==> src/rdmx_macros.svh <==
// RDMA write shim widths
`ifndef RDMX_MACROS_SVH
`define RDMX_MACROS_SVH

// Width of the stream and write-data buses
`define RDMX_DATA_W 512

// One strobe bit per data byte
`define RDMX_STRB_W (`RDMX_DATA_W / 8)

// Remote memory address width
`define RDMX_ADDR_W 64

// Burst length field, also beats per packet
`define RDMX_LEN_W 8

// Frame counter, packet counter and aw user field
`define RDMX_CNT_W 32

// Size of one metadata record, two beats at 512 bits
`define RDMX_MD_BYTES 128

// Frame counter is 4 bytes wide, so only the low strobes are set
`define RDMX_FC_STRB {{(`RDMX_STRB_W - 4){1'b0}}, 4'hF}

`endif
==> src/rdmx_md_capture.sv <==
// Metadata two-beat capture
`include "rdmx_macros.svh"

module rdmx_md_capture (
    input  logic                    clk,
    input  logic                    resetn,
    input  logic [`RDMX_DATA_W-1:0] md_data,
    input  logic                    md_valid,
    output logic                    md_ready,
    input  logic                    md_release,
    output logic [`RDMX_DATA_W-1:0] md_beat0,
    output logic [`RDMX_DATA_W-1:0] md_beat1,
    output logic                    md_full
);

    typedef enum logic [1:0] {
        CAP_EMPTY,
        CAP_ONE,
        CAP_FULL
    } cap_state_e;

    cap_state_e state;
    logic       md_take;

    // Accept input in the two filling states
    assign md_ready = (state != CAP_FULL);
    assign md_full  = (state == CAP_FULL);
    assign md_take  = md_valid && md_ready;

    // ----------------------------------------
    // Capture FSM
    // ----------------------------------------
    // Leaves reset closed, the sequencer opens it from its start state
    always_ff @(posedge clk) begin
        if (!resetn) begin
            state <= CAP_FULL;
        end else begin
            case (state)
                CAP_EMPTY: if (md_take) state <= CAP_ONE;
                CAP_ONE:   if (md_take) state <= CAP_FULL;
                CAP_FULL:  if (md_release) state <= CAP_EMPTY;
                default:   state <= CAP_FULL;
            endcase
        end
    end

    // Record storage
    always_ff @(posedge clk) begin
        if (md_take && state == CAP_EMPTY) md_beat0 <= md_data;
        if (md_take && state == CAP_ONE)   md_beat1 <= md_data;
    end

    // Sequencer must only hand back a buffer it was given
    a_release_when_full : assert property (@(posedge clk) disable iff (!resetn)
        md_release |-> md_full)
        else $error("md_release while metadata buffer not full");

endmodule

==> config.mk <==
export PLATFORM = sky130hd
export DESIGN_NAME = rdmx_md_capture
export DESIGN_NICKNAME = d
export VERILOG_FILES = /design/src/rdmx_md_capture.sv
export VERILOG_INCLUDE_DIRS = /design/src /design/src/src
export SDC_FILE = /design/constraint.sdc
export NUM_CORES = 1
export LEC_CHECK = 0
export ABC_AREA = 1
export ABC_CLOCK_PERIOD_IN_PS = 108600
export BUFFER_PORTS_ARGS = -buffer_cell sky130_fd_sc_hd__buf_2
export CAP_MARGIN = 0
export CORE_AREA = 5 5 603 605
export CTS_BUF_LIST = sky130_fd_sc_hd__clkbuf_8
export DETAILED_ROUTE_END_ITERATION = 12
export DIE_AREA = 0 0 608 610
export GPL_ROUTABILITY_DRIVEN = 1
export GPL_TIMING_DRIVEN = 0
export HOLD_SLACK_MARGIN = 0.05
export PLACE_DENSITY = 0.3
export SKIP_LAST_GASP = 1
export SLEW_MARGIN = 10
export SYNTH_ARGS = -nofsm -noshare
export SYNTH_HDL_FRONTEND = slang
export SYNTH_SLANG_ARGS = --single-unit
==> constraint.sdc <==
create_clock -name clk -period 108.6 [get_ports clk]
set_clock_uncertainty 0.2 [all_clocks]
set_input_delay 27.15 -clock clk [delete_from_list [all_inputs] [get_ports clk]]
set_output_delay 27.15 -clock clk [all_outputs]
set_load 0.02 [all_outputs]
After elaboration in Yosys (flattened, before gate mapping)
Cells that the tools add are included.

Output and inout port bits: 1026. Input port bits: 516. Register bits after elaboration: 1026.

Eq/ne operators: 6. Reductions and logical operators: 5. Multiplexer cells: 4.

Operator list (count): $ne A2 B2 Y1 const B (4); $mux W2 (3); $pmux W2 S3 (1); $logic_and A1 B1 Y1 (3); $reduce_and A3 Y1 (1); $eq A2 B1 Y1 const B (1); $eq A2 B2 Y1 const B (1); $logic_not A2 Y1 (1).

Logic depth before layout (Yosys ltp)
Gate-level depths: netlist (run 1).

Depth in word-level cells: 4. Depth in mapped cells: 3. Mapped depth without buffers: 3.

Least setup slack after synthesis (run 1)
Ideal clock, no wire load.

Path kind: input port to flip-flop. Start point: in md_valid. End point: reg md_beat0[0] (enable). Setup slack: 44.855 ns. Library setup time: 2.020 ns. Cell stages on the path: 2. Arrival time: 61.525 ns. Path buffers: 0. Cells stage by stage: inv_1 -> nor3_1.

Cells in the longest elaborated chain, start to end: 2.

Ends and longest elaborated chain: from (decl) (line rdmx_md_capture.sv:8) `input logic md_valid,`; $logic_and A1 B1 Y1 (line rdmx_md_capture.sv:28) `assign md_take = md_valid && md_ready;`; $logic_and A1 B1 Y1 (line rdmx_md_capture.sv:49) `if (md_take && state == CAP_EMPTY) md_beat0 <= md_data;`; to (signal assigned) (line rdmx_md_capture.sv:49); to (decl) (line rdmx_md_capture.sv:11) `` output logic [`RDMX_DATA_W-1:0] md_beat0, ``.

Every way passes these cells. A chain may end at the register's enable or synchronous reset.

Worst setup path after layout (run 1)
Start point: in md_valid. End point: reg md_beat0[200] (enable).

The elaborated chain is that of the path after synthesis.

==> results of run 1 <==
## logic make-up (layout without fill, tap and decap cells)
logic type,Yosys count,count (layout)
AO/OA/AOI/OAI,2,2
buffers and inverters,3,1976
flip-flops,1026,1026
other,0,32
AND/OR/NAND/NOR,8,8
## per-stage QoR
stage	area [um2]	hold WS (ns)	utilization (%)	worst slack, ns	cells
4_1_cts	49100	0.372	13.7	77.88	7785
5_1_grt	49100	0.423	13.7	77.66	7792
3_5_place_dp	45600	0.364	12.8	76.76	7442
6_report	49200	0.374	13.8	77.74	7817
3_3_place_gp	44500	0.356	12.5	14.83	7353
2_1_floorplan	30800	0.314	-	44.85	1039
## cell usage in the layout (no fill, tap or decap), types with 3 or more instances in the layout
master      synthesis  final
inv_8               0      3
buf_6               0     20
buf_2               0   1541
clkinvlp_4          0      7
clkinv_1            0     42
buf_16              0      3
clkinv_2            0     23
buf_12              0     21
bufinv_16           0      5
diode_2             0     32
edfxtp_1         1024   1024
buf_4               0     45
inv_1               1     60
clkbuf_8            0    198
## state kept, by name, summed over array words and instances, names as in the netlist
signal and cells:
state 2, md_beat1 512, md_beat0 512
## layer usage
| layer | part of all wire (%) | vias to the layer above | track usage [%] | wire [um] |
|---|---|---|---|---|
| met2 | 49 | 1602 | 20.1 | 110000 |
| met5 | 0.45 | - | 0 | 1010 |
| met1 | 34 | 9986 | 11.4 | 76200 |
| li1 | - | 8021 | - | - |
| met3 | 14 | 776 | 7.77 | 32400 |
| met4 | 3.2 | 150 | 2.83 | 7250 |
## power breakdown
group | internal [mW] | switching [mW]
registers | 0.449 | 0.00267
logic | 0.0154 | 0.0368
clock network | 0.182 | 0.177
## worst max-delay path, stage by stage
cell and delay (ns):
buf_2 0.10, inv_1 0.08, nor3_2 0.60, buf_4 0.31
buf_4 0.18, buf_4 0.21, buf_4 0.24, buf_4 0.24
buf_4 0.23, buf_6 0.17, buf_4 0.21, buf_6 0.17
buf_4 0.22, buf_4 0.23, buf_4 0.23, buf_4 0.24
buf_4 0.23, buf_6 0.18
## final timing paths
| kind | endpoint | slack, ns | depth (start not counted) |
|---|---|---|---|
| max | md_beat0[200] | 77.74 | 18 |
| min | state[0] | 0.37 | 2 |
| max reg2reg | md_beat0[200] | 103.77 | 16 |
| min reg2reg | state[0] | 0.37 | 2 |
## cell type report
type                            count  area, um2
Fill cell                       40013     308000
Timing Repair Buffer             1630       8780
Multi-Input combinational cell     10       57.6
Tap cell                         4773       5970
Sequential cell                  1026      30800
Clock buffer                      198       2730
Antenna cell                       32       80.1
Clock inverter                    145        798
Inverter                            3       11.3
==> metrics.yaml, run 1 <==
status: "finished clean"
fin_nets: 3384
syn_to_final_growth_pct: 59.5
ctsRootBufferMaster: "clkbuf_8"
period_share_pct: 28.4
grt_pass1_vias: 20123
die-area_mm2: 0.371
hold_viol_final: 0
fin_total_pwr_mw: 0.862
max_freq_mhz: 32.4
grt_max_degree: 27
first_pass_iters: 5
synth_fa_ha_area_share_pct: 0
synthesis.area_mm2: 0.0308
synth_edf_count: 1024
peakVddDrop_mv: 0.00893
htree_levels: 4
synthTopCellsByArea: "edfxtp_1 100%, dfxtp_1 0.13%, nor2_1 0.037%"
cts_sinks: 1026
cts_tree: "done"
ctsResizeCount: 0
grt_overflow_total: 0
synth-simple-area-share_pct: 0.114
ios: 1542
synth_top_family_by_area: "simple AND/OR/NAND/NOR gates"
viasPerCell: 2.63
postCtsSetupBuffers: 0
async_reset_ff_share_pct: 0
required_ns: 109.00
min_period_ns: 30.86
grt_util_all_layers_pct: 11.6
synthXorXnorAreaFrac_pct: 0
die_h_um: 610
holdBufCountCts: 0
place_congestion: 0.810
wire_per_inst_um: 29.1
yosysSeqAreaShare_pct: 99.8
startpoint: "md_valid"
yosysMostFrequentCell: "edfxtp_1"
synthMuxAreaShare_pct: 0
drive_above_1_share_pct: 62.3
ant_nets: 0
p_leak_nw: 18.0
cp_max_fo: 11
rsz0062_at_grt: "no"
maxCapViolCount: 0
synth_top_cell_area_share_pct: 99.7
syn_nets: 1555
hold_path.startpoint: "state[0]"
clkTransAtPathRegs_ns: 0.06
syn_inst: 1039
finalMaxSlewViolations: 0
path_class: "in -> reg"
port_buffers: 1541
cts-buffers-inserted: 197
synth_cell_types: 11
cts.path.max_buffers: 4
cp-end-kind: "flop"
critPathArrivalTime_ns: 31.26
worst_slew_pin_slew_ns: 0.785
syn_avg_cell_area_um2: 29.7
dieWidth_um: 608
totalWireLength_mm: 227
fp-row-count: 220
vias: 20535
setup_viol_count_final: 0
drt_first_iter_violations: 1513
grt_pass1_wl_mm: 271
clock_latency_ns: 0.91
regToRegStartpoint: "state[1]"
ys_warn_count: 0
dpl.hpwl_mm: 200
synth_top_area_cell: "edfxtp_1"
cp-start-kind: "primary input"
slew_headroom_pct: 47.4
hold_path_class: "reg -> reg"
grt_antenna_before_repair: 303
coreArea_mm2: 0.358
start_util_pct: 8.63
synth_common_cells: "1024 x edfxtp_1, 3 x nor2_1, 2 x dfxtp_1, 2 x inv_2, 2 x nand2_1"
power_density_mw_per_mm2: 17.5
synth-seq-cells: 1026
post-route-drc-count: 0
finalSetupTns_ns: 0
synth-compound-area-share_pct: 0.0325
ys.flop_type: "edfxtp_1"
No activity file was read; power rests on OpenSTA's default activity.
==> run 2, diff against run 1 <==
ABC_AREA = 0   (was 1)
ABC_CLOCK_PERIOD_IN_PS = 26800   (was 108600)
CORE_AREA = 5 5 591 593   (was 5 5 603 605)
DIE_AREA = 0 0 596 598   (was 0 0 608 610)
PLACE_DENSITY = 0.31   (was 0.3)
clock period = 26.8 ns   (was 108.6 ns; I/O delays follow)
==> run 2 against run 1 <==
  * Die area decreased by 3.9%
  * Wire length about the same
  * Utilization up 0.47 points
  * Critical path type unchanged
  * Largest power group unchanged
==> metrics.yaml, run 2 <==
synth-seq-cells: 1026
syn_nets: 1551
final_common_cell: "buf_2"
cts_tree: "done"
first_pass_iters: 5
grt_max_degree: 49
max_freq_mhz: 103
power_density_mw_per_mm2: 71.5
grtUsageMet1_pct: 12.5
finalMaxSlewViolations: 0
dieWidth_um: 596
largestRegisters: "md_beat0 x512, md_beat1 x512, state x2"
totalWireLength_mm: 227
wire_per_inst_um: 30.0
layout_common_cells: "1541 x buf_2, 1024 x edfxtp_1, 199 x clkbuf_8"
grt_util_all_layers_pct: 12.1
drt_first_iter_violations: 1299
ys.flop_type: "edfxtp_1"
grt-busiest-layer: "met2"
synthesis.area_mm2: 0.0309
grt.met2_usage_pct: 20.2
place_congestion: 0.830
period_share_pct: 36.3
maxCapViolCount: 0
synth_cell_types: 11
required_ns: 27.20
grt_antenna_before_repair: 290
fp-row-count: 216
critPathArrivalTime_ns: 10.12
syn_inst: 1035
start_util_pct: 8.97
fin_nets: 3345
synth_top_area_cell: "edfxtp_1"
vias: 20336
ant_nets: 0
hold_viol_final: 0
yosysSeqAreaShare_pct: 99.8
status: "finished clean"
cts-buffers-inserted: 197
ctsResizeCount: 0
synthTopCellsByArea: "edfxtp_1 100%, dfxtp_1 0.13%, nor3b_2 0.041%"
die-area_mm2: 0.356
postCtsSetupBuffers: 0
setup_viol_count_final: 0
dpl.hpwl_mm: 198
utilization_pct: 14.2
die_h_um: 598
fillers: 38363
slew_headroom_pct: 46.9
clock_latency_ns: 0.92
ctsRootBufferMaster: "clkbuf_8"
peakVddDrop_mv: 0.0377
finalSetupTns_ns: 0
cp_max_fo: 16
cts.path.max_buffers: 4
post-route-drc-count: 0
grt_pass1_wl_mm: 270
worst_slew_pin_slew_ns: 0.796
p_leak_nw: 17.9
coreArea_mm2: 0.344
yosysMostFrequentCell: "edfxtp_1"
holdBufCountCts: 0
path_class: "in -> reg"
cp-start-kind: "primary input"
ys_warn_count: 0
syn_to_final_growth_pct: 58.7
port_buffers: 1541
viasPerCell: 2.68
synth_common_cells: "1024 x edfxtp_1, 2 x dfxtp_1"
ios: 1542
clkTransAtPathRegs_ns: 0.06
async_reset_ff_share_pct: 0
min_period_ns: 9.72
grt_overflow_total: 0
grt.met3_usage_pct: 8.46
synth_top_cell_area_share_pct: 99.7
htree_levels: 4
syn_avg_cell_area_um2: 29.8
hold_path_class: "reg -> reg"
grt_pass1_vias: 20453
fin_total_pwr_mw: 3.50
rsz0062_at_grt: "no"
cts_sinks: 1026
synth_edf_count: 1024
cp-end-kind: "flop"
drive_above_1_share_pct: 61.7
## run 2: worst max-delay path, cell delays in order
cell	delay, ns
buf_2	0.12
nor3b_4	0.68
buf_8	0.27
buf_8	0.20
buf_8	0.20
buf_8	0.19
buf_8	0.20
buf_8	0.20
buf_8	0.19
buf_8	0.19
buf_8	0.18
buf_8	0.19
buf_8	0.17
buf_8	0.16
buf_8	0.16
## run 2: path summary, 6_finish.rpt
| path | startpoint | end | slack (ns) | cells after the start |
|---|---|---|---|---|
| setup / recovery | md_valid | md_beat0[477] | 17.08 | 15 |
| hold / removal | state[1] | state[0] | 0.37 | 1 |
| setup reg to reg | state[1] | md_beat0[477] | 22.60 | 14 |
| hold reg to reg | state[1] | state[0] | 0.37 | 1 |
## run 2: final cells by class
class	count	area, um2	share of cell area [%]
Clock buffer	199	2740	5.59
Inverter	1	3.75	0.00766
Multi-Input combinational cell	8	75.1	0.153
Timing Repair Buffer	1595	8720	17.8
Sequential cell	1026	30800	62.9
Clock inverter	137	823	1.68
Antenna cell	39	97.6	0.199
Tap cell	4578	5730	11.7
## run 2: power by group
group          switching, mW  internal [mW]
Clock                  0.730          0.757
Sequential           0.00951           1.81
Combinational          0.134         0.0602
Total                  0.873           2.63
## run 2: metrics by stage
step | setup WS (ns) | instances | instance area (um2) | hold WS, ns
final | 17.08 | 7583 | 49000 | 0.365
after detailed placement | 16.15 | 7208 | 45300 | 0.357
after floorplan | 6.54 | 1035 | 30900 | 0.318
after global routing | 17.12 | 7552 | 48900 | 0.417
after CTS | 17.26 | 7544 | 48900 | 0.364
after global placement | -3.76 | 7154 | 44300 | 0.337
## run 2: kinds of logic (layout without fill, tap and decap cells)
group	after synthesis	count (layout)	synth area share (%)
xor gates and xnor gates	1	1	0.0284
DFF	1026	1026	99.8
AOI/OAI and AO/OA	2	2	0.0324
other	0	39	0
and+or+nand+nor	5	5	0.138
buffers and inverters	1	1932	0.0122
## run 2: layer usage
metal / vias to the layer above / wire length, um
li1: 7956 / -
met1: 9852 / 77000
met2: 1833 / 107000
met3: 585 / 37800
met4: 110 / 4930
met5: - / 747
