File: config.mk
export PLATFORM = sky130hd
export DESIGN_NAME = rdmx_geometry
export DESIGN_NICKNAME = d
export VERILOG_FILES = /design/src/rdmx_pkg.sv /design/src/rdmx_geometry.sv
export VERILOG_INCLUDE_DIRS = /design/src /design/src/src
export SDC_FILE = /design/constraint.sdc
export NUM_CORES = 1
export LEC_CHECK = 0
export BUFFER_PORTS_ARGS = -buffer_cell sky130_fd_sc_hd__buf_2
export CAP_MARGIN = 20
export CORE_AREA = 3 3 160 162
export CTS_BUF_LIST = sky130_fd_sc_hd__clkbuf_16
export CTS_CLUSTER_DIAMETER = 150
export DETAILED_ROUTE_END_ITERATION = 6
export DIE_AREA = 0 0 163 165
export SYNTH_ARGS = -nofsm -noshare
export SYNTH_HDL_FRONTEND = slang
export SYNTH_SLANG_ARGS = --single-unit
File: constraint.sdc
create_clock -name clk -period 2.1 [get_ports clk]
set_input_delay 0.105 -clock clk [delete_from_list [all_inputs] [get_ports clk]]
set_output_delay 0.105 -clock clk [all_outputs]
set_load 0.01 [all_outputs]
File: src/rdmx_macros.svh
// RDMA write shim widths
`ifndef RDMX_MACROS_SVH
`define RDMX_MACROS_SVH

// Width of the stream and write-data buses
`define RDMX_DATA_W 512

// One strobe bit per data byte
`define RDMX_STRB_W (`RDMX_DATA_W / 8)

// Remote memory address width
`define RDMX_ADDR_W 64

// Burst length field, also beats per packet
`define RDMX_LEN_W 8

// Frame counter, packet counter and aw user field
`define RDMX_CNT_W 32

// Size of one metadata record, two beats at 512 bits
`define RDMX_MD_BYTES 128

// Frame counter is 4 bytes wide, so only the low strobes are set
`define RDMX_FC_STRB {{(`RDMX_STRB_W - 4){1'b0}}, 4'hF}

`endif
File: src/rdmx_pkg.sv
// RDMA write shim types
`include "rdmx_macros.svh"

package rdmx_pkg;

    // Static configuration, held steady while out of reset
    typedef struct packed {
        logic [15:0]              pkt_size;
        logic [31:0]              frame_size;
        logic [`RDMX_ADDR_W-1:0]  fd_ring_addr;
        logic [`RDMX_ADDR_W-1:0]  fd_ring_size;
        logic [`RDMX_ADDR_W-1:0]  md_ring_addr;
        logic [`RDMX_ADDR_W-1:0]  md_ring_size;
        logic [`RDMX_ADDR_W-1:0]  fc_addr;
    } rdmx_cfg_t;

    // One write-data beat
    typedef struct packed {
        logic [`RDMX_DATA_W-1:0]  data;
        logic [`RDMX_STRB_W-1:0]  strb;
        logic                     last;
        logic                     valid;
    } rdmx_w_beat_t;

    // Write-address strobe, no ready
    typedef struct packed {
        logic [`RDMX_ADDR_W-1:0]  addr;
        logic [`RDMX_LEN_W-1:0]   len;
        logic [`RDMX_CNT_W-1:0]   user;
        logic                     valid;
    } rdmx_aw_t;

    // Decoded packet geometry
    typedef struct packed {
        logic [`RDMX_LEN_W-1:0]   beats_per_pkt;
        logic [`RDMX_CNT_W-1:0]   pkts_per_half;
    } rdmx_geom_t;

    // What the write channels are carrying
    typedef enum logic [2:0] {
        MODE_IDLE,
        MODE_FD,
        MODE_MD1,
        MODE_MD2,
        MODE_FC
    } rdmx_mode_e;

    // Main frame FSM
    typedef enum logic [2:0] {
        ST_RESET,
        ST_START,
        ST_XFER_PACKET,
        ST_OUTPUT_MD1,
        ST_OUTPUT_MD2,
        ST_OUTPUT_FC
    } rdmx_seq_state_e;

endpackage

File: src/rdmx_geometry.sv
// Packet geometry decode
`include "rdmx_macros.svh"

module rdmx_geometry (
    input  logic                 clk,
    input  logic                 resetn,
    input  rdmx_pkg::rdmx_cfg_t  cfg,
    output rdmx_pkg::rdmx_geom_t geom
);

    // Full-width quotient, only the low bits reach the len field
    logic [15:0]            beats_full;
    logic [`RDMX_CNT_W-1:0] pkts_per_frame;

    assign beats_full = cfg.pkt_size / 16'(`RDMX_STRB_W);

    // Only power-of-two sizes are legal
    // Anything else is treated as a single packet per frame
    always_comb begin
        case (cfg.pkt_size)
            16'd64:   pkts_per_frame = cfg.frame_size >> 6;
            16'd128:  pkts_per_frame = cfg.frame_size >> 7;
            16'd256:  pkts_per_frame = cfg.frame_size >> 8;
            16'd512:  pkts_per_frame = cfg.frame_size >> 9;
            16'd1024: pkts_per_frame = cfg.frame_size >> 10;
            16'd2048: pkts_per_frame = cfg.frame_size >> 11;
            16'd4096: pkts_per_frame = cfg.frame_size >> 12;
            16'd8192: pkts_per_frame = cfg.frame_size >> 13;
            default:  pkts_per_frame = 1;
        endcase
    end

    // This shim only sees half of each frame
    // The other half goes to a sibling instance
    always_ff @(posedge clk) begin
        if (!resetn) begin
            geom <= '0;
        end else begin
            geom.beats_per_pkt <= beats_full[`RDMX_LEN_W-1:0];
            geom.pkts_per_half <= pkts_per_frame >> 1;
        end
    end

endmodule

Yosys cells after proc, flatten, opt, wreduce, memory -nomap -nowiden --
Index checks and enable logic that the tools add are counted.
Cells by class: eq/ne operators 8, mux-type cells 1
Operators by type and width (number):
- 26-bit one-hot mux with 8 select lines | 1
- 16-bit by 10-bit == test with 1-bit output (second input constant) | 1
- 16-bit by 11-bit == test with 1-bit output (second input constant) | 1
- 16-bit by 12-bit == test with 1-bit output (second input constant) | 1
- 16-bit by 13-bit == test with 1-bit output (second input constant) | 1
- 16-bit by 14-bit == test with 1-bit output (second input constant) | 1
- 16-bit by 7-bit == test with 1-bit output (second input constant) | 1
- 16-bit by 8-bit == test with 1-bit output (second input constant) | 1
- 16-bit by 9-bit == test with 1-bit output (second input constant) | 1
Word-level totals: register bits after elaboration 40, bits of input ports 370

Depth between registers and ports, before layout --
Gate-level depths: netlist (run 1).
depth after elaboration 2, depth in mapped cells 7

Least setup slack after synthesis (run 1) --
No wires, ideal clock.
path type in2reg, start point in cfg[355] in the netlist's numbering, end point reg geom[3] in the netlist's numbering, data arrival time 1.619 ns, required time 2.026 ns, slack 0.407 ns, stages on the path 6, path through or4_4 -> buf_6 -> nor4_4 -> buf_6 -> a22oi_1 -> a31oi_1
On the way: word-level cells in the longest chain between the ends 2, elaborated cells on any way between the ends 9
Ends and longest elaborated chain:
- start: declaration | line rdmx_geometry.sv:7 | input rdmx_pkg::rdmx_cfg_t cfg,
- 16-bit by 14-bit == test with 1-bit output, or another cell as far along | line rdmx_geometry.sv:20 | case (cfg.pkt_size)
- 26-bit one-hot mux with 8 select lines (*) | line rdmx_geometry.sv:20
- end: declaration | line rdmx_geometry.sv:8 | output rdmx_pkg::rdmx_geom_t geom
Every way passes the cells marked *; elsewhere a longest branch is shown, timed or not. A chain may end at the register's enable or synchronous reset.

Worst setup path after layout (run 1) --
start point in cfg[355] in the netlist's numbering, end point reg geom[1] in the netlist's numbering
The elaborated chain is that of the path after synthesis.

==> summary.md, run 1 <==
| Metric | Value |
|---|---|
| RSZ-0062 raised after global routing | false |
| Hold/Removal Path Class | in -> reg |
| CTS tree | yes |
| VDD IR max | about 0.33 mV |
| Filler Cell Count | 2840 |
| Synth area leaders | dfxtp_1 (27%), a22oi_1 (12%), a222oi_1 (8.5%) |
| DRC violations left | 0 |
| Number of global-route vias before repair | roughly 2100 |
| Unique masters post-synth | 48 |
| Area growth syn-to-layout | 28.6% |
| Std cell rows | 57 |
| Lkg Pwr | 0.00110 µW |
| Dpl cells | 625 |
| Initial core utilization | between 10% and 20% |
| Fmax | 575 MHz |
| Met3 wire len | 1.02 mm |
| Tightest Pin Transition | 0.776 ns |
| Post-synth EDFFs | 0 |
| Ys async rst share | 0% |
| Status | completed |
| Synth warn | 0 |
| Synth top area share | around a quarter |
| Highest Signal Layer | met5 |
| Per-cell routed wire length | 15.5 µm |
| Sum Neg Setup Slack | 0 ns |
| Slew margin rel. | 48.0% |
| Fin crit period | about 1.7 ns |
| Fin. max-slew vios | 0 |
| Clock Sinks | 33 |
| Wl on met1 | about 5.1 mm |
| Layout cells sized above 1 | about two fifths |
| First-pass GRT wire length | around 14 mm |
| Biggest regs | geom: 33 flops |
| Sequential-to-total area share from yosys stat | between 20% and 30% |
| Port buffer count | 75 |
| Most frequent cell after synthesis | a22oi_1 |
| H-tree Lvls | 2 |
| Die area | 26900 µm² |
| Die Y | 165 µm |
| Yosys reg bits | 33 |
| Pin count of the biggest net entering global routing | 26 |
| Hold Fails Final Rpt | 0 |
| Worst path arrival time | just under 2 ns |
| Critical path class | in -> reg |
| Vias per cell | between 3 and 4 |
| Final WL | approximately 9.9 mm |
| Fin cells | about 630 |
| First-pass DRT Iterations | 7 |
| Starting DRT DRC Count | just under 500 |
| Inserted Clock Buffers | 5 |
| Io pins | 410 |
| Max reg flops | 33 |
| Setup bufs post-CTS | 0 |
| Gate Count Post-Synth | 250 |
| Clk buf depth | 2 |
| Met2 WL post-DR | between 3 and 4 mm |
| Initial antenna violation count | 5 |
| Final Core Density | a little over an eighth |
| Register clock-pin slew on the reported worst setup and hold paths | roughly 0.060 ns |
| CP Max Fanout | 25 |
| Max Cap Violations | 0 |
| Top cells by instance count after synthesis | a22oi_1 (41), dfxtp_1 (33), a222oi_1 (21) |
| Avg Cell Area, Syn | 9.93 µm² |
| Vias after detailed routing | 2468 |
| Root Driver | clkbuf_16 |
| Worst Path Required | 2.33 ns |
| Final HPWL DP | between 7 and 8 mm |
| Final #Nets | a little under 700 |
| Core Area | around 24000 µm² |
| Gr usage total | under 10% |
| Grt ovf | 0 |
| Placer Congestion | ~0.76 |
| Yosys top cell by area | dfxtp_1 |
| Biggest register | geom |
| Worst setup SP type | input port |
| Final Setup Violations | 0 |
| Worst Setup End Kind | flop |
| Cell area after synthesis | 2480 µm² |
| Main flop type after synthesis | dfxtp_1 |
| CTS Hold Bufs | 0 |
| Die Width | around 160 µm |
| ANT nets after route | 0 |
| Post-CTS Resized | 0 |
| Tcrit/Tclk final | 82.8% |
| Pwr Density | around 540 nW/µm² |
-- logic make-up after synthesis --
logic type,share of synthesized area [%]
AND/OR/NAND/NOR,15.9
buffers and inverters,19.7
other,0.151
flip-flops,26.6
XOR/XNOR,1.06
AO/OA/AOI/OAI,36.6
-- per-layer routing --
metal / GRT usage [%] / vias up
met4: 1.50 / 2
met2: 8.81 / 170
met1: 11.3 / 1182
li1: - / 1107
met3: 2.41 / 7
met5: 0 / -
-- power breakdown --
group	internal, µW	switching [µW]
Sequential	634	1.92
Clock	561	299
Combinational	80.9	140
-- worst paths after layout --
path                  startpoint        to  slack (ns)  cells past startpoint
worst max-delay path    cfg[355]   geom[1]        0.36                      7
worst min-delay path    cfg[360]  geom[34]         0.1                      2
-- layout by cell type, fill, tap and decap left out, drive strengths merged, types with 8 or more instances in the layout --
cell	n
a31oi	18
nor2	8
nor4	8
dfxtp	33
a222oi	21
a22o	21
and2	9
buf	94
a22oi	41
-- final cells by class --
cell class              instances  area (µm²)  area share, %
multi-input cells             173        1360           42.5
flip-flops and latches         33         661           20.7
repair buffers                 94         593           18.6
well taps                     324         405           12.7
clock buffers                   5         125           3.92
clock inverters                 3        46.3           1.45
inverters                       1        3.75          0.118
diodes                          1        2.50         0.0784
-- worst max-delay path, cell delays in order --
cell     delay (ns)
buf_2          0.10
or4_4          0.64
nor4_4         0.36
buf_12         0.21
a22oi_1        0.10
a31oi_1        0.24
buf_4          0.17
-- metrics by stage --
step	hold WS [ns]	setup slack, ns	total power (µW)	cell area [µm²]
global placement	0.377	0.0964	865	3020
CTS	0.0909	0.375	1740	3190
floorplan	0.227	0.407	831	2510
global route	0.0996	0.300	1790	3190
finish	0.0975	0.362	1720	3190
detailed placement	0.398	0.0892	866	3020
No activity file was read; power rests on OpenSTA's default activity.
==> inputs of run 2 (changes only) <==
ABC_AREA = 1   (was unset)
CORE_AREA = 3 3 158 160   (was 3 3 160 162)
DIE_AREA = 0 0 161 163   (was 0 0 163 165)
clock period = 1.8 ns   (was 2.1 ns; I/O delays follow)
==> summary.md, run 2 <==
| Metric | Value |
|---|---|
| Status | completed |
| Vias per cell | 3.88 (-0.39%) |
| CTS Hold Bufs | 0 (unchanged) |
| ANT nets after route | 0 (unchanged) |
| Worst path bufs/invs | 3 (unchanged) |
| Cells along the critical path | buf_2, nor2_2, nand2_1, nor2_4, buf_12, buf_12, nand3_1, nand2_1, nor2_1, a21oi_1 |
| Layout cells sized above 1 | 20.9% (-18 points) |
| Area growth syn-to-layout | 31.5% |
| First-pass GRT wire length | 16.9 mm (+18%) |
| Final Setup Violations | 0 (unchanged) |
| Most frequent cell after synthesis | nand3_1 |
| Yosys top cell by area | nand3_1 |
| Top cells by instance count after synthesis | nand3_1 (166), nand2_1 (109), nor2_1 (57) |
| Clk buf depth | 2 (unchanged) |
| Total design power | 1910 µW (+11%) |
| Starting DRT DRC Count | 224 (-54%) |
| Initial core utilization | 11.7% (+1.4 points) |
| Max reg flops | 33 (unchanged) |
| Lkg Pwr | 0.00177 µW (+62%) |
| Ys async rst share | 0% (unchanged) |
| Setup bufs post-CTS | 0 (unchanged) |
| Commonest non-fill, non-tap cell in the layout | nand3_1 |
| VDD IR max | 0.408 mV (+25%) |
| Placer Congestion | 0.784 (+2.8%) |
| Pin count of the biggest net entering global routing | 42 (+62%) |
| Root Driver | clkbuf_16 |
| Commonest cells after routing, fill and taps aside | nand3_1 (166), nand2_1 (109), buf_2 (75), nor2_1 (57), dfxtp_1 (33) |
| CP max stage cell | a21oi_1 |
| Port buffer count | 75 (unchanged) |
| Worst path arrival time | 1.44 ns (-0.52 ns) |
| Cell family with most CP delay | simple AND/OR/NAND/NOR gates |
| Sequential-to-total area share from yosys stat | 24.1% (-2.5 points) |
| Per-cell routed wire length | 12.7 µm (-18%) |
| Fin crit period | 1.26 ns |
| Initial antenna violation count | 5 (unchanged) |
| Synth warn | 0 (unchanged) |
| Std cell rows | 56 (-1.8%) |
| Worst Path Required | 1.98 ns (-0.35 ns) |
| Die Y | 163 µm (-1.2%) |
| Register clock-pin slew on the reported worst setup and hold paths | 0.05 ns (about the same) |
| H-tree Lvls | 2 (unchanged) |
| Number of global-route vias before repair | 2884 (+36%) |
| Io pins | 410 (unchanged) |
| Hold Fails Final Rpt | 0 (unchanged) |
| Die Width | 161 µm (-1.2%) |
| Gr usage total | 8.21% (+1.1 points) |
| First-pass DRT Iterations | 5 (-2) |
| Biggest regs | geom: 33 flops |
| Avg Cell Area, Syn | 5.76 µm² (-42%) |
| Pwr Density | 530 nW/µm² (-1.5%) |
| Grt ovf | 0 (unchanged) |
| Gate Count Post-Synth | 477 (+91%) |
| Vias after detailed routing | 3265 (+32%) |
| Hold/Removal Path Class | in -> reg |
| DRC violations left | 0 (unchanged) |
| Clock Sinks | 33 (unchanged) |
| CTS tree | yes |
| CP Max Fanout | 39 (+56%) |
| Main flop type after synthesis | dfxtp_1 |
| Post-CTS Resized | 0 (unchanged) |
| Final #Nets | 891 (+31%) |
| Core Area | 23500 µm² (-2.9%) |
| Biggest register | geom |
| Slowest stage delay, CP | 0.23 ns (-0.41 ns) |
| Worst Setup End Kind | flop |
| Tcrit/Tclk final | ~70% |
| Post-synth EDFFs | 0 (unchanged) |
| Fmax | around 790 MHz |
| Critical path class | in -> reg |
| Inserted Clock Buffers | 5 (unchanged) |
| Fin. max-slew vios | 0 (unchanged) |
| RSZ-0062 raised after global routing | false |
| Synth area leaders | nand3_1 (30%), dfxtp_1 (24%), nand2_1 (15%) |
| Max Cap Violations | 0 (unchanged) |
| Synth top area share | 30.3% (+3.7 points) |
| Yosys reg bits | 33 (unchanged) |
| Final WL | 10.7 mm (+8.8%) |
| Cell area after synthesis | 2750 µm² (+11%) |
| Sum Neg Setup Slack | 0 ns (unchanged) |
| Unique masters post-synth | 18 (-63%) |
| Final HPWL DP | 8.07 mm (+6.1%) |
| Worst setup SP type | input port |
| Die area | 26200 µm² (-2.4%) |
-- run 2: cell types whose count changed in the layout (fill, tap and decap cells not counted), moves of 6 or more --
cell,delta
a21oi_1,+16
a222oi_1,-21
a22o_1,-15
a22o_2,-6
a22oi_1,-41
a31oi_1,-18
and2_1,-8
buf_4,-8
inv_1,+17
nand2_1,+103
nand3_1,+164
nor2_1,+49
-- run 2: kinds of logic (layout without fill, tap and decap cells) --
| logic type | after synthesis | count (layout) | synth area share [%] |
|---|---|---|---|
| other | 1 | 8 | 0.137 |
| DFF | 33 | 33 | 24.1 |
| buffers and inverters | 77 | 116 | 14.9 |
| AOI/OAI and AO/OA | 21 | 21 | 3.83 |
| and+or+nand+nor | 345 | 345 | 57.1 |
-- run 2: cell type report --
cell class              count  area (µm²)
diodes                      1        2.50
clock buffers               5         125
clock inverters             3        37.5
fillers                  2796       19900
inverters                  18        67.6
multi-input cells         373        1710
flip-flops and latches     33         661
well taps                 319         399
repair buffers             90         613
-- run 2: stage by stage --
stage / cell area, µm² / utilization [%] / hold WS (ns) / std cells / setup WS (ns)
2_1_floorplan: 2770 / - / 0.183 / 483 / 0.736
3_3_place_gp: 3450 / 14.6 / 0.305 / 833 / 0.248
3_5_place_dp: 3450 / 14.6 / 0.310 / 833 / 0.230
4_1_cts: 3610 / 15.3 / 0.00626 / 841 / 0.511
5_1_grt: 3610 / 15.3 / 0.0353 / 841 / 0.389
6_report: 3610 / 15.3 / 0.0159 / 842 / 0.540
-- run 2: path summary, 6_finish.rpt --
check / start / depth (start not counted) / end
max: cfg[357] / 10 / geom[1]
min: cfg[364] / 3 / geom[38]
-- run 2: routing by layer --
layer | up-vias | track usage [%] | share of wire, %
li1 | 1623 | - | -
met1 | 1495 | 12.3 | 50
met2 | 125 | 11.2 | 40
met3 | 14 | 2.90 | 8.9
met4 | 8 | 1.53 | 0.76
met5 | - | 0 | 0.43
-- run 2: where the power goes --
| group | internal, µW | total, µW | leakage, µW | switching [µW] |
|---|---|---|---|---|
| clock | 643 | 976 | 0.0000826 | 333 |
| combinational | 56.6 | 194 | 0.00142 | 138 |
| sequential | 740 | 743 | 0.000268 | 2.98 |
-- run 2: tightest hold or removal path, delay by kind of cell --
family | cells | cell delay, ns
and+or+nand+nor | 1 | 0.05
buffers and inverters | 2 | 0.14
