## src/rdmx_macros.svh

```systemverilog
// RDMA write shim widths
`ifndef RDMX_MACROS_SVH
`define RDMX_MACROS_SVH

// Width of the stream and write-data buses
`define RDMX_DATA_W 512

// One strobe bit per data byte
`define RDMX_STRB_W (`RDMX_DATA_W / 8)

// Remote memory address width
`define RDMX_ADDR_W 64

// Burst length field, also beats per packet
`define RDMX_LEN_W 8

// Frame counter, packet counter and aw user field
`define RDMX_CNT_W 32

// Size of one metadata record, two beats at 512 bits
`define RDMX_MD_BYTES 128

// Frame counter is 4 bytes wide, so only the low strobes are set
`define RDMX_FC_STRB {{(`RDMX_STRB_W - 4){1'b0}}, 4'hF}

`endif
```

## src/rdmx_pkg.sv

```systemverilog
// RDMA write shim types
`include "rdmx_macros.svh"

package rdmx_pkg;

    // Static configuration, held steady while out of reset
    typedef struct packed {
        logic [15:0]              pkt_size;
        logic [31:0]              frame_size;
        logic [`RDMX_ADDR_W-1:0]  fd_ring_addr;
        logic [`RDMX_ADDR_W-1:0]  fd_ring_size;
        logic [`RDMX_ADDR_W-1:0]  md_ring_addr;
        logic [`RDMX_ADDR_W-1:0]  md_ring_size;
        logic [`RDMX_ADDR_W-1:0]  fc_addr;
    } rdmx_cfg_t;

    // One write-data beat
    typedef struct packed {
        logic [`RDMX_DATA_W-1:0]  data;
        logic [`RDMX_STRB_W-1:0]  strb;
        logic                     last;
        logic                     valid;
    } rdmx_w_beat_t;

    // Write-address strobe, no ready
    typedef struct packed {
        logic [`RDMX_ADDR_W-1:0]  addr;
        logic [`RDMX_LEN_W-1:0]   len;
        logic [`RDMX_CNT_W-1:0]   user;
        logic                     valid;
    } rdmx_aw_t;

    // Decoded packet geometry
    typedef struct packed {
        logic [`RDMX_LEN_W-1:0]   beats_per_pkt;
        logic [`RDMX_CNT_W-1:0]   pkts_per_half;
    } rdmx_geom_t;

    // What the write channels are carrying
    typedef enum logic [2:0] {
        MODE_IDLE,
        MODE_FD,
        MODE_MD1,
        MODE_MD2,
        MODE_FC
    } rdmx_mode_e;

    // Main frame FSM
    typedef enum logic [2:0] {
        ST_RESET,
        ST_START,
        ST_XFER_PACKET,
        ST_OUTPUT_MD1,
        ST_OUTPUT_MD2,
        ST_OUTPUT_FC
    } rdmx_seq_state_e;

endpackage

```

## src/rdmx_frame_sequencer.sv

```systemverilog
// Frame sequencer FSM
`include "rdmx_macros.svh"

module rdmx_frame_sequencer (
    input  logic                   clk,
    input  logic                   resetn,
    input  rdmx_pkg::rdmx_geom_t   geom,
    input  logic                   w_fire,
    input  logic                   w_last,
    input  logic                   md_full,
    output rdmx_pkg::rdmx_mode_e   mode,
    output logic                   first_beat,
    output logic                   md_release,
    output logic                   pkt_done,
    output logic                   md_done,
    output logic [`RDMX_CNT_W-1:0] frame_count
);

    import rdmx_pkg::*;

    localparam logic [`RDMX_CNT_W-1:0] FIRST_PKT   = 1;
    localparam logic [`RDMX_LEN_W-1:0] SECOND_BEAT = 1;

    rdmx_seq_state_e        state;
    logic [`RDMX_LEN_W-1:0] beat;
    logic [`RDMX_CNT_W-1:0] pkt_count;
    logic                   last_pkt;

    // Packet count starts at one
    assign last_pkt = (pkt_count == geom.pkts_per_half);

    // Output mode follows the state directly
    always_comb begin
        case (state)
            ST_XFER_PACKET: mode = MODE_FD;
            ST_OUTPUT_MD1:  mode = MODE_MD1;
            ST_OUTPUT_MD2:  mode = MODE_MD2;
            ST_OUTPUT_FC:   mode = MODE_FC;
            default:        mode = MODE_IDLE;
        endcase
    end

    assign first_beat = (beat == '0);

    // Ring pointer step pulses
    assign pkt_done = (state == ST_XFER_PACKET) && w_fire && w_last;
    assign md_done  = (state == ST_OUTPUT_MD2) && w_fire;

    // First release opens the capture buffer after reset
    // Later releases come once the record has gone out
    assign md_release = md_full && ((state == ST_START) || md_done);

    // ----------------------------------------
    // Main frame FSM
    // ----------------------------------------
    always_ff @(posedge clk) begin
        if (!resetn) begin
            state       <= ST_RESET;
            beat        <= '0;
            pkt_count   <= FIRST_PKT;
            frame_count <= '0;
        end else begin
            case (state)
                ST_RESET: state <= ST_START;

                ST_START: begin
                    beat      <= '0;
                    pkt_count <= FIRST_PKT;
                    state     <= ST_XFER_PACKET;
                end

                // Count beats and packets of the half-frame
                ST_XFER_PACKET: if (w_fire) begin
                    if (w_last) begin
                        beat <= '0;
                        if (last_pkt) state <= ST_OUTPUT_MD1;
                        else pkt_count <= pkt_count + 1'b1;
                    end else begin
                        beat <= beat + 1'b1;
                    end
                end

                // First half of the record, opens the burst
                ST_OUTPUT_MD1: if (w_fire) begin
                    beat  <= SECOND_BEAT;
                    state <= ST_OUTPUT_MD2;
                end

                // Second half, same burst
                ST_OUTPUT_MD2: if (w_fire) begin
                    beat  <= '0;
                    state <= ST_OUTPUT_FC;
                end

                // Counter beat closes the frame
                ST_OUTPUT_FC: if (w_fire) begin
                    frame_count <= frame_count + 1'b1;
                    pkt_count   <= FIRST_PKT;
                    state       <= ST_XFER_PACKET;
                end

                default: state <= ST_RESET;
            endcase
        end
    end

    // Stream last flag must close a packet of the length sent on aw.len
    a_pkt_len_on_last : assert property (@(posedge clk) disable iff (!resetn)
        (state == ST_XFER_PACKET) && w_fire && w_last |-> (beat == geom.beats_per_pkt - 1'b1))
        else $error("packet last beat does not match the decoded packet length");

endmodule

```

## config.mk

```make
export PLATFORM = sky130hd
export DESIGN_NAME = rdmx_frame_sequencer
export DESIGN_NICKNAME = d
export VERILOG_FILES = /design/src/rdmx_pkg.sv /design/src/rdmx_frame_sequencer.sv
export VERILOG_INCLUDE_DIRS = /design/src /design/src/src
export SDC_FILE = /design/constraint.sdc
export NUM_CORES = 1
export LEC_CHECK = 0
export BUFFER_PORTS_ARGS = -buffer_cell sky130_fd_sc_hd__buf_2
export CORE_MARGIN = 10
export CORE_UTILIZATION = 50
export DETAILED_ROUTE_END_ITERATION = 6
export GPL_TIMING_DRIVEN = 0
export PLACE_DENSITY = 0.72
export SKIP_LAST_GASP = 1
export SLEW_MARGIN = 20
export SYNTH_ARGS = -nofsm -noshare
export SYNTH_HDL_FRONTEND = slang
export SYNTH_SLANG_ARGS = --single-unit
export TNS_END_PERCENT = 50
```

## constraint.sdc

```tcl
create_clock -name clk -period 3.2 [get_ports clk]
set_input_delay 0.48 -clock clk [delete_from_list [all_inputs] [get_ports clk]]
set_output_delay 0.48 -clock clk [all_outputs]
set_load 0.01 [all_outputs]
```

# After elaboration in Yosys (flattened, before gate mapping)
# Index checks and enable logic that the tools add are counted.
# Widths: inputs -> output; s select.
[totals] word_cells=51 output_inout_bits=39 in_bits=45 register_bits=75
[op_classes] add_sub_neg=3 mux=18 n_reduce_logical=13 eq_ne=13
[op_table] cell="$mux 32" count=4
[op_table] cell="$pmux 32 s3" count=1
[op_table] cell="$add 32x1->32 const B" count=2
[op_table] cell="$eq 32x32->1" count=1
[op_table] cell="$mux 8" count=4
[op_table] cell="$pmux 8 s4" count=1
[op_table] cell="$mux 3" count=6
[op_table] cell="$pmux 3 s6" count=1
[op_table] cell="$ne 2x2->1 const B" count=7
[op_table] cell="$pmux 3 s4" count=1
[op_table] cell="$add 8x1->8 const B" count=1
[op_table] cell="$logic_not 8->1" count=1
[op_table] cell="$eq 3x2->1 const B" count=2
[op_table] cell="$eq 3x3->1 const B" count=2
[op_table] cell="$reduce_and 6->1" count=1
[op_table] cell="$reduce_and 5->1" count=1
[op_table] cell="$logic_and 1x1->1" count=4
[op_table] cell="$reduce_and 4->1" count=1
[op_table] cell="$reduce_bool 4->1" count=1
[op_table] cell="$eq 3x1->1 const B" count=1
[op_table] cell="$logic_not 3->1" count=1
[op_table] cell="$reduce_bool 3->1" count=1
[op_table] cell="$reduce_and 2->1" count=1
[op_table] cell="$logic_or 1x1->1" count=1

# Depth between registers and ports, before layout
# Gate-level depths: netlist (run 1).
[depth] ltp_word=5 ltp_mapped=9 ltp_nobuf=7

# Worst setup path before layout (run 1)
# Ideal clock, no wire load.
[synth_timing] kind="reg2out" start="register beat[0]" end="output first_beat" path_stages_with_launch=5 t_required_ns=2.720 t_arrival_ns=1.435 path_slack_ns=1.285 cell_sequence="dfxtp_1 inv_1 ha_1 or4b_2 nor4_1"
[synth_via] elab_chain_len=1
[synth_lines] item="start, declared" line_no="rdmx_frame_sequencer.sv:25" rtl="logic [`RDMX_LEN_W-1:0] beat;"
[synth_lines] item="start signal, assigned" line_no="rdmx_frame_sequencer.sv:79" rtl="beat <= beat + 1'b1;"
[synth_lines] item="$logic_not 8->1" line_no="rdmx_frame_sequencer.sv:43" rtl="assign first_beat = (beat == '0);"
[synth_lines] item="end, declared" line_no="rdmx_frame_sequencer.sv:12" rtl="output logic first_beat,"
# No other way between the ends.

# Worst setup path in the final report (run 1)
[layout_timing] start="input resetn" end="register frame_count[30]"
[layout_rtl] item="start, declared" line_no="rdmx_frame_sequencer.sv:6" rtl="input logic resetn,"
[layout_rtl] item="end signal, assigned" line_no="rdmx_frame_sequencer.sv:97" rtl="frame_count <= frame_count + 1'b1;"
[layout_rtl] item="end, declared" line_no="rdmx_frame_sequencer.sv:16" rtl="output logic [`RDMX_CNT_W-1:0] frame_count"
# No word-level cell between the ends.

==> results of run 1 <==
## critical path, cell delays in order
cell and delay [ns]:
clkbuf_1 0.22, inv_1 0.28, clkbuf_1 0.53, clkbuf_1 0.59
clkbuf_1 0.45, nor2_1 0.11
## layer usage
metal,track usage,wire (um),vias up
li1,-,-,2194
met1,0.278,6030,2160
met2,0.326,6320,165
met3,0.0512,976,23
met4,0.0515,197,0
met5,0,0,-
## Yosys cell counts, types with 4 or more instances
master    instances
o21ai_0           9
o31a_1            4
clkbuf_1         17
nand2_1          54
nor2b_1           6
nand4_1          32
nand3_1          29
and3_1           16
xnor2_1          38
xor2_1           28
nor4_1           12
o21ai_1           4
ha_1              6
and2_1            6
o21a_1            7
or3_1             7
or4_1             9
and4_1            8
o211ai_1          7
inv_1            13
nor3_1           10
a21oi_1          18
mux2i_1           4
dfxtp_1          75
nor2_1           59
buf_2            10
nor4_2            5
## kinds of logic (layout without fill, tap and decap cells)
group,Yosys count,count (layout),share of synthesized area
AND/OR/NAND/NOR,277,277,0.344
AO/OA/AOI/OAI,82,82,0.128
buffers and inverters,45,135,0.0456
XOR/XNOR,66,66,0.127
flip-flops,75,75,0.330
multiplexers,4,4,0.00879
adder cells (fa/ha/maj),6,6,0.0165
## area by class of cell
cell class	instances	area, um2	share of cell area
well taps	108	135	0.0258
clock buffers	9	124	0.0236
multi-input cells	435	2840	0.543
inverters	13	48.8	0.00931
repair buffers	74	370	0.0707
clock inverters	7	58.8	0.0112
flip-flops and latches	75	1500	0.286
plain buffers	32	159	0.0303
## sequential cells by signal, indices dropped and copies added, names as in the netlist
signal / cells
frame_count: 32
pkt_count: 32
beat: 8
state: 3
## where the power goes
part	leakage (nW)	internal [mW]	switching, mW
logic	1.27	0.224	0.455
registers	0.604	0.953	0.0355
clock network	0.0925	0.296	0.414
total	1.97	1.47	0.905
## worst paths after layout
| check | from | to | slack (ns) | depth (start not counted) |
|---|---|---|---|---|
| max | resetn | frame_count[30] | 0.76 | 6 |
| min | pkt_count[27] | pkt_count[27] | 0.51 | 1 |
| max reg2reg | state[1] | pkt_count[27] | 0.76 | 7 |
| min reg2reg | pkt_count[27] | pkt_count[27] | 0.51 | 1 |
==> impl_metrics.tcl, run 1 <==
set metrics [dict create \
    dp.cells 737 \
    via_per_inst 6.03 \
    grt-ovfl-total 0 \
    finalPower_mw 2.38 \
    setup_violations 0 \
    cts-root-buf "clkbuf_8" \
    nNetsFinal 691 \
    diodes 0 \
    min_period_over_period 0.763 \
    ios 84 \
    worstSetupPathType "in -> reg" \
    synthCells 555 \
    cts-resized-gates 0 \
    die_h_um 115 \
    drt_pass1_iterations 6 \
    cts.sinks 75 \
    arrival_ns 2.67 \
    crit_fanout 10 \
    worst_slew_margin_rel 0.434 \
    postRouteAntennaNets 0 \
    hold-worst-slack_ns 0.506 \
    p_per_area_mw_per_mm2 454 \
    place_area_mm2 0.00506 \
    crit_path_end_kind "flop" \
    yosysTopAreaCell "dfxtp_1" \
    final_cell_mix "buf_2, dfxtp_1, nor2_1" \
    synth_seq_cells 75 \
    tritoncts "done" \
    cts.path.max_buffers 2 \
    fin_cells 753 \
    synth_nets 606 \
    place_ws_ns 0.499 \
    vias 4542 \
    fin_crit_ns 2.44 \
    ctsHoldBuffers 0 \
    coreArea_mm2 0.00881 \
    grt_pass1_vias 4404 \
    rows 34 \
    hold_class "reg -> reg" \
    synth_flop_cell "dfxtp_1" \
    finalWorstSetupSlack_ns 0.757 \
    antenna_found_initial 0 \
    dieArea_mm2 0.0133 \
    post_cts_buffers 0 \
    hpwlAfterDp_mm 10.1 \
    clock.fmax_mhz 409 \
    maxCapViolCount 0 \
    slew_violations 0 \
    drive_gt1_frac 0.202 \
    insertion_delay_ns 0.35 \
    grt.total_usage 0.207 \
    cp-start-kind "primary input" \
    tns_ns 0 \
    nFillCells 824 \
    remaining_drc_errors 0 \
    finClkSkew_ns 0.00909 \
    initial_core_util 0.517 \
    io_buffers 74 \
    final_util 0.595 \
    p_leak_nw 1.97 \
    place.gp.congestion 0.961 \
    grt_first_pass_wirelength_mm 22.5 \
    avgSynthCellArea_um2 8.20 \
    first_iter_violations 432 \
    outcome "finished clean" \
    yosys-top-cells-area "dfxtp_1, xnor2_1, xor2_1" \
    tightest_slew_ns 0.843 \
    final_hold_viol_count 0 \
    rsz0062_at_grt "no" \
    cts_htree_levels 3 \
    layout_commonest_cell "buf_2" \
    yosysSeqAreaShare 0.330 \
    grt_max_degree 16 \
    cts_made_buffers 9 \
    final_area_mm2 0.00524 \
    ys_warn_count 0 \
    syn2layout_area_growth_pct 15.1 \
    synth-edff-count 0 \
    peakVddDrop_mv 0.276 \
    yosysUniqueCellTypes 66 \
    clk_pin_slew_ns 0.09 \
    synthArstFlopShare 0 \
    synth.cell_area_mm2 0.00455 \
    wire_per_inst_um 18.0 \
    required_ns 3.43 \
    yosysTopAreaCellShare 0.330 \
    drt-total-wl_mm 13.5 \
    die_w_um 115 \
]
Note: power is estimated with default switching activity, not from simulation.
==> inputs of run 2 (changes only) <==
clock period = 2.3 ns   (was 3.2 ns; I/O delays follow)
==> impl_metrics.tcl, run 2 (synthesized netlist as in run 1, its figures left out) <==
set metrics [dict create \
    grt-ovfl-total 0 \
    min_period_over_period 0.963 \
    layout_commonest_cell "buf_2" \
    p_leak_nw 2.04 \
    tightest_slew_ns 0.827 \
    hold_class "in -> reg" \
    worstReg2RegStart "pkt_count[1]" \
    diodes 0 \
    grt.total_usage 0.208 \
    postRouteAntennaNets 0 \
    cts-root-buf "clkbuf_8" \
    remaining_drc_errors 0 \
    dieArea_mm2 0.0133 \
    die_h_um 115 \
    drive_gt1_frac 0.221 \
    rows 34 \
    initial_core_util 0.517 \
    cts.sinks 75 \
    nNetsFinal 694 \
    antenna_found_initial 0 \
    cp_cell_sequence "inv_1 -> ha_1 -> or4b_2 -> nor4_1 -> buf_2" \
    ios 84 \
    via_per_inst 6.06 \
    grt_first_pass_wirelength_mm 22.5 \
    crit_path_top_delay_cell "or4b_2" \
    drt-total-wl_mm 13.7 \
    tns_ns 0 \
    crit_fanout 4 \
    path_delay_family "simple AND/OR/NAND/NOR gates" \
    startpoint "beat[0]" \
    top_regs "frame_count: 32 flops, pkt_count: 32 flops, beat: 8 flops" \
    tritoncts "done" \
    peakVddDrop_mv 0.384 \
    vias 4582 \
    place_ws_ns -0.266 \
    first_iter_violations 439 \
    clock.fmax_mhz 452 \
    slew_violations 0 \
    slowest_delay_ns 0.60 \
    io_buffers 74 \
    crit_path_end_kind "output port" \
    fin_crit_ns 2.21 \
    cp-start-kind "flop" \
    wire_per_inst_um 18.1 \
    die_w_um 115 \
    nFillCells 819 \
    arrival_ns 1.87 \
    finalWorstSetupSlack_ns 0.0860 \
    place.gp.congestion 0.961 \
    cts.path.max_buffers 2 \
    hold_start "w_last" \
    setup_violations 0 \
    grt_pass1_vias 4411 \
    coreArea_mm2 0.00881 \
    syn2layout_area_growth_pct 16.7 \
    worstSetupPathType "reg -> out" \
    hold-worst-slack_ns 0.439 \
    insertion_delay_ns 0.36 \
    path_buf_inv 2 \
    cts_made_buffers 9 \
    worst_slew_margin_rel 0.445 \
    drt_pass1_iterations 5 \
    hpwlAfterDp_mm 10.1 \
    rsz0062_at_grt "yes" \
    grt_max_degree 16 \
    p_per_area_mw_per_mm2 627 \
    cts_htree_levels 3 \
    final_hold_viol_count 0 \
    required_ns 1.96 \
    finClkSkew_ns 0.00895 \
    maxCapViolCount 0 \
    final_cell_mix "buf_2, dfxtp_1, nor2_1" \
    clk_pin_slew_ns 0.09 \
    outcome "finished clean" \
]
[run 2: power breakdown]
group | internal (mW) | switching (mW) | total (mW)
clock network | 0.411 | 0.576 | 0.987
registers | 1.33 | 0.0517 | 1.38
logic | 0.323 | 0.643 | 0.966
total | 2.06 | 1.27 | 3.33
[run 2: cell type report]
| type | instances | area (um2) | area share |
|---|---|---|---|
| flip-flops and latches | 75 | 1510 | 0.284 |
| inverters | 13 | 48.8 | 0.00919 |
| repair buffers | 77 | 393 | 0.0740 |
| clock inverters | 7 | 58.8 | 0.0111 |
| multi-input cells | 435 | 2880 | 0.543 |
| plain buffers | 32 | 163 | 0.0306 |
| clock buffers | 9 | 124 | 0.0233 |
| well taps | 108 | 135 | 0.0254 |
[run 2: worst reg2reg max path, delay by kind of cell, from the launching register on]
family / cells / cell delay (ns)
fa+ha+maj: 1 / 0.26
compound gates: 1 / 0.09
flops: 1 / 0.45
buf+inv: 1 / 0.18
simple gates: 5 / 1.13
[run 2: worst paths after layout]
| check | to | slack [ns] | depth (start not counted) |
|---|---|---|---|
| worst max-delay path | first_beat | 0.09 | 5 |
| worst min-delay path | beat[3] | 0.44 | 4 |
| worst max register to register | pkt_count[30] | 0.11 | 8 |
| worst min register to register | pkt_count[27] | 0.51 | 1 |
[run 2: per-stage QoR]
step	total power [mW]	instance area (um2)	cells	util
floorplan	2.03	4550	555	-
global placement	2.31	5060	737	0.574
detailed placement	2.32	5060	737	0.574
CTS	3.31	5240	753	0.595
global route	3.51	5310	756	0.603
finish	3.33	5310	756	0.603
[run 2: what timing repair did]
action | CTS | global route
buffers inserted | 0 | 3
pin swaps | 0 | 4
gates resized for setup | 1 | 15
hold buffers | 0 | 0
endpoints found under the setup margin | 4 | 64
[run 2: layer usage]
layer,wire length (um),vias up,track usage,share of wire
met1,5900,2159,0.279,0.43
met3,1140,25,0.0512,0.083
met4,237,0,0.0524,0.017
li1,-,2194,-,-
met5,0,-,0,0
met2,6380,204,0.327,0.47
